File: src/verilog/backend_defs.svh
`ifndef BACKEND_DEFS_SVH
`define BACKEND_DEFS_SVH

// ==============================
// Datapath and register file sizes
// ==============================
`define XLEN      32        // Integer data width
`define PREG_W    6         // Physical register address bits
`define NUM_PREGS 64        // Entries in the shared register file
`define TAG_W     2         // Producer tag width

// Tags 0..2 name the producing lane
`define TAG_READY 2'b11     // Value present, nothing pending

`endif

File: src/verilog/rs_pkg.sv
`include "backend_defs.svh"

package rs_pkg;

    // ==============================
    // Datapath types
    // ==============================
    typedef logic [`XLEN-1:0]   word_t;   // Data word
    typedef logic [`PREG_W-1:0] preg_t;   // Physical register address
    typedef logic [`TAG_W-1:0]  tag_t;    // Producer lane or ready

    // Reservation station occupancy
    typedef enum logic [1:0] {
        RS_EMPTY = 2'd0,   // Free, accepts dispatch
        RS_WAIT  = 2'd1,   // Holding, operand still pending
        RS_READY = 2'd2    // Both operands present, issues this cycle
    } rs_state_t;

endpackage

File: src/verilog/rv_alu_pkg.sv
package rv_alu_pkg;

    // Integer ALU operations, RV32I subset
    typedef enum logic [3:0] {
        ALU_ADD = 4'd0,
        ALU_SUB = 4'd1,
        ALU_AND = 4'd2,
        ALU_OR  = 4'd3,
        ALU_XOR = 4'd4,
        ALU_SLL = 4'd5,   // Shift amount from B[4:0]
        ALU_SRL = 4'd6,   // Logical, zero fill
        ALU_SLT = 4'd7    // Signed compare, result 1 or 0
    } alu_op_t;

endpackage
File: src/verilog/exec_alu.sv
`timescale 1ns/1ns

module exec_alu (
    input  logic                clk,
    input  logic                rst,
    input  logic                issue_valid,
    input  rv_alu_pkg::alu_op_t issue_op,
    input  rs_pkg::word_t       issue_a,
    input  rs_pkg::word_t       issue_b,
    input  rs_pkg::preg_t       issue_dest,
    output logic                cdb_valid,
    output rs_pkg::preg_t       cdb_dest,
    output rs_pkg::word_t       cdb_data
);

    rs_pkg::word_t result;

    always_comb begin
        case (issue_op)
            rv_alu_pkg::ALU_ADD: result = issue_a + issue_b;
            rv_alu_pkg::ALU_SUB: result = issue_a - issue_b;
            rv_alu_pkg::ALU_AND: result = issue_a & issue_b;
            rv_alu_pkg::ALU_OR:  result = issue_a | issue_b;
            rv_alu_pkg::ALU_XOR: result = issue_a ^ issue_b;
            rv_alu_pkg::ALU_SLL: result = issue_a << issue_b[4:0];
            rv_alu_pkg::ALU_SRL: result = issue_a >> issue_b[4:0];
            rv_alu_pkg::ALU_SLT: result = ($signed(issue_a) < $signed(issue_b)) ? 1 : 0;
            default:             result = '0;
        endcase
    end

    // Broadcast stage, one beat per issue
    always_ff @(posedge clk) begin
        if (rst)
            cdb_valid <= 1'b0;
        else
            cdb_valid <= issue_valid;
    end

    always_ff @(posedge clk) begin
        if (issue_valid) begin
            cdb_dest <= issue_dest;
            cdb_data <= result;
        end
    end

endmodule

File: config.mk
export PLATFORM = sky130hd
export DESIGN_NAME = exec_alu
export DESIGN_NICKNAME = d
export VERILOG_FILES = /design/src/verilog/rs_pkg.sv /design/src/verilog/rv_alu_pkg.sv /design/src/verilog/exec_alu.sv
export VERILOG_INCLUDE_DIRS = /design/src /design/src/verilog
export SDC_FILE = /design/constraint.sdc
export NUM_CORES = 1
export LEC_CHECK = 0
export ABC_CLOCK_PERIOD_IN_PS = 4750
export BUFFER_PORTS_ARGS = -buffer_cell sky130_fd_sc_hd__buf_2
export CAP_MARGIN = 20
export CELL_PAD_IN_SITES_DETAIL_PLACEMENT = 1
export CELL_PAD_IN_SITES_GLOBAL_PLACEMENT = 1
export CORE_ASPECT_RATIO = 1.1
export CORE_MARGIN = 2
export CORE_UTILIZATION = 40
export DETAILED_ROUTE_END_ITERATION = 12
export PLACE_DENSITY_LB_ADDON = 0.1
export SLEW_MARGIN = 20
export SYNTH_ARGS = -nofsm -noshare
export SYNTH_HDL_FRONTEND = slang
export SYNTH_SLANG_ARGS = --single-unit
File: constraint.sdc
create_clock -name clk -period 4.75 [get_ports clk]
set_input_delay 0 -clock clk [delete_from_list [all_inputs] [get_ports clk]]
set_output_delay 0 -clock clk [all_outputs]
set_load 0.005 [all_outputs]
==> results.md <==
* Status: finished clean
* Vias in the first global route at 9,847
* CP Launch Type: input port
* Power per cell area at 197 mW/mm^2
* FF+latch count, synth at 39
* CTS clk-pin slew, worst paths at 60 ps
* Post-synth net total at 1,422
* Drt drc at 0
* Cells after DPL at 1,579
* Leading area contributor after synthesis: ha_1
* Clock buffer count from CTS at 5
* Pin count of the biggest net entering global routing at 64
* Max-cap viol count at 0
* Most frequent cell after synthesis: nor2_1
* Final setup violation count at 0
* Least-Margin Pin Slew at 1100 ps
* Initial DRC Count at 1,035
* Core ar. at 0.0221 sq mm
* CTS tree: built
* RSZ-0062 raised after global routing: false
* H-tree depth at 2
* Final TNS setup at 0 ps
* Drt first pass iters at 5
* Kind of cell adding the most delay to the critical path: compound AO/OA/AOI/OAI gates
* WL final at 41,200 microns
* Worst Path Max Fanout at 53
* Die height at 161 microns
* I/O Buffers at 115
* Worst Path Buf+Inv at 2
* Peak VDD IR at 0.149 mV
* Number of library cell types mapped by synthesis at 71
* Detailed placement HPWL at 32,600 microns
* Final GP Congestion at 0.989
* Drt via density at 6.50
* Fin cells at 1,594
* Peak Freq at 284 MHz
* WL/cell at 25.8 microns
* Initial core utilization at 40.8%
* Layout cells sized above 1 at 13.5%
* Syn Inst Count at 1,237
* Max Slew Vio Count at 0
* Root Buffer: clkbuf_16
* CP max stage delay at 530 ps
* Worst setup EP type: flip-flop
* Final period util at 74.0%
* CP Data Required Time at 4760 ps
* CTS Hold Bufs at 7
* Clk sink count at 39
* Vias at 10.4k
* Synth-to-Final Area Change at 11.5%
* Max Root-Sink Buffers at 2
* Synth cell count leaders: nor2_1 (151), o21ai_0 (120), ha_1 (106)
* Number of flops mapped to enable cells by yosys at 38
* Nets at 1,483
* Final Hold Fails at 0
* FFs w/ async S/R, synth at 0%
* # IOs at 116
* First-pass GRT wire length at 62,000 microns
* Post-CTS resize count at 0
* Top post-synthesis cells by area: ha_1 (15%), edfxtp_1 (13%), mux2i_1 (7.7%), o21ai_0 (6.7%), nor2_1 (6.3%)
* Initial antenna violation count at 0
* Most frequent CP cell: o41a_1
* Post-synthesis sequential area ratio at 12.9%
* Gr ovfl total at 0
* CP cell instances: buf_2, buf_4, ha_1, o21ai_0, o21a_1, o21ba_2, o41a_1, o41a_1, o311ai_1, nand4_1, xnor2_1, o221ai_1
* Gr usage total at 33.8%
* Share of the synthesized area in the top cell type at 14.7%
* Critical path class: in -> reg
* Crit path time final at 3520 ps
* Leakage at 4.38 nW
* Die W at 147 microns
* CP max stage cell: o41a_1
* Site Rows at 57
* Diodes inserted at 0
* Setup bufs post-CTS at 0
* Worst slew margin at 26.3%
* Filler cell count at 2,834
* Mean Syn Cell Area at 7.28 sq um
* Antenna-violating nets left at 0
* Worst EP arrival at 3530 ps
* Die area at 0.0237 sq mm
* HP Class: in -> reg
* Synth Flop Type: edfxtp_1
* Syn. warnings at 0
* Post-Syn Area at 0.00901 sq mm
==> placed cells by master (no fill, tap or decap), types with 8 or more instances in the layout <==
cell type and instances:
buf_4 22, nor3_1 21, o21a_1 8, o21bai_1 9
a22oi_1 23, ha_1 106, a221oi_1 24, nand2b_1 21
a21o_1 19, o21ai_0 120, edfxtp_1 38, o211ai_1 25
o22ai_1 15, or3_1 8, a211o_1 11, nor2_1 151
nor2b_1 9, xnor2_1 26, mux4_2 16, a21oi_1 97
inv_1 94, nand4_1 9, buf_2 114, mux2i_1 69
nand2_1 82, o221ai_1 9, a211oi_1 19, o31ai_1 9
nand3_1 20
==> report_power, final <==
| group | internal, mW | switching [mW] | leakage, nW | total [mW] |
|---|---|---|---|---|
| sequential | 0.421 | 0.00949 | 0.374 | 0.431 |
| combinational | 0.382 | 0.734 | 3.91 | 1.12 |
| clock | 0.301 | 0.130 | 0.0911 | 0.431 |
==> cell type report <==
type / instances / area [sq um] / share of cell area [%]
Clock buffer: 6 / 129 / 1.28
Clock inverter: 2 / 60.1 / 0.598
Inverter: 98 / 368 / 3.66
Multi-Input combinational cell: 1011 / 7150 / 71.2
Sequential cell: 39 / 1160 / 11.6
Tap cell: 295 / 369 / 3.67
Timing Repair Buffer: 143 / 806 / 8.02
==> cell families after synthesis <==
| family | Yosys count | share of synthesized area, % |
|---|---|---|
| compound gates | 437 | 31.6 |
| simple gates | 348 | 17.3 |
| buf+inv | 187 | 8.05 |
| fa+ha+maj | 108 | 15.2 |
| mux | 89 | 12.2 |
| flops | 39 | 12.9 |
| xor+xnor | 29 | 2.82 |
==> registers in the layout, indices dropped and copies added, names as in the netlist <==
name / cells
cdb_data: 32
cdb_dest: 6
cdb_valid: 1
==> metrics by stage <==
| stage | util [%] | area [sq um] | setup slack (ps) | power (mW) | hold slack, ps |
|---|---|---|---|---|---|
| 2_1_floorplan | - | 9010 | 802 | 1.10 | 71.6 |
| 3_3_place_gp | 44.2 | 9780 | 1100 | 1.50 | 159 |
| 3_5_place_dp | 44.3 | 9790 | 1080 | 1.51 | 167 |
| 4_1_cts | 45.4 | 10000 | 1370 | 1.95 | 278 |
| 5_1_grt | 45.4 | 10000 | 1120 | 2.07 | 320 |
| 6_report | 45.4 | 10000 | 1230 | 1.98 | 291 |
==> metal layers <==
metal / GRT usage [%] / vias to the layer above / share of wire (%)
li1: - / 4656 / -
met1: 49.1 / 5070 / 44
met2: 53.4 / 558 / 45
met3: 3.62 / 75 / 8.8
met4: 8.78 / 0 / 2.7
met5: 0 / - / 0
==> path summary, 6_finish.rpt <==
check	from	end	cells past startpoint
setup / recovery	issue_b[3]	cdb_data[30]$_DFFE_PP_	12
hold / removal	issue_op[1]	cdb_data[4]$_DFFE_PP_	3
Power figures use the tool's default switching activity.
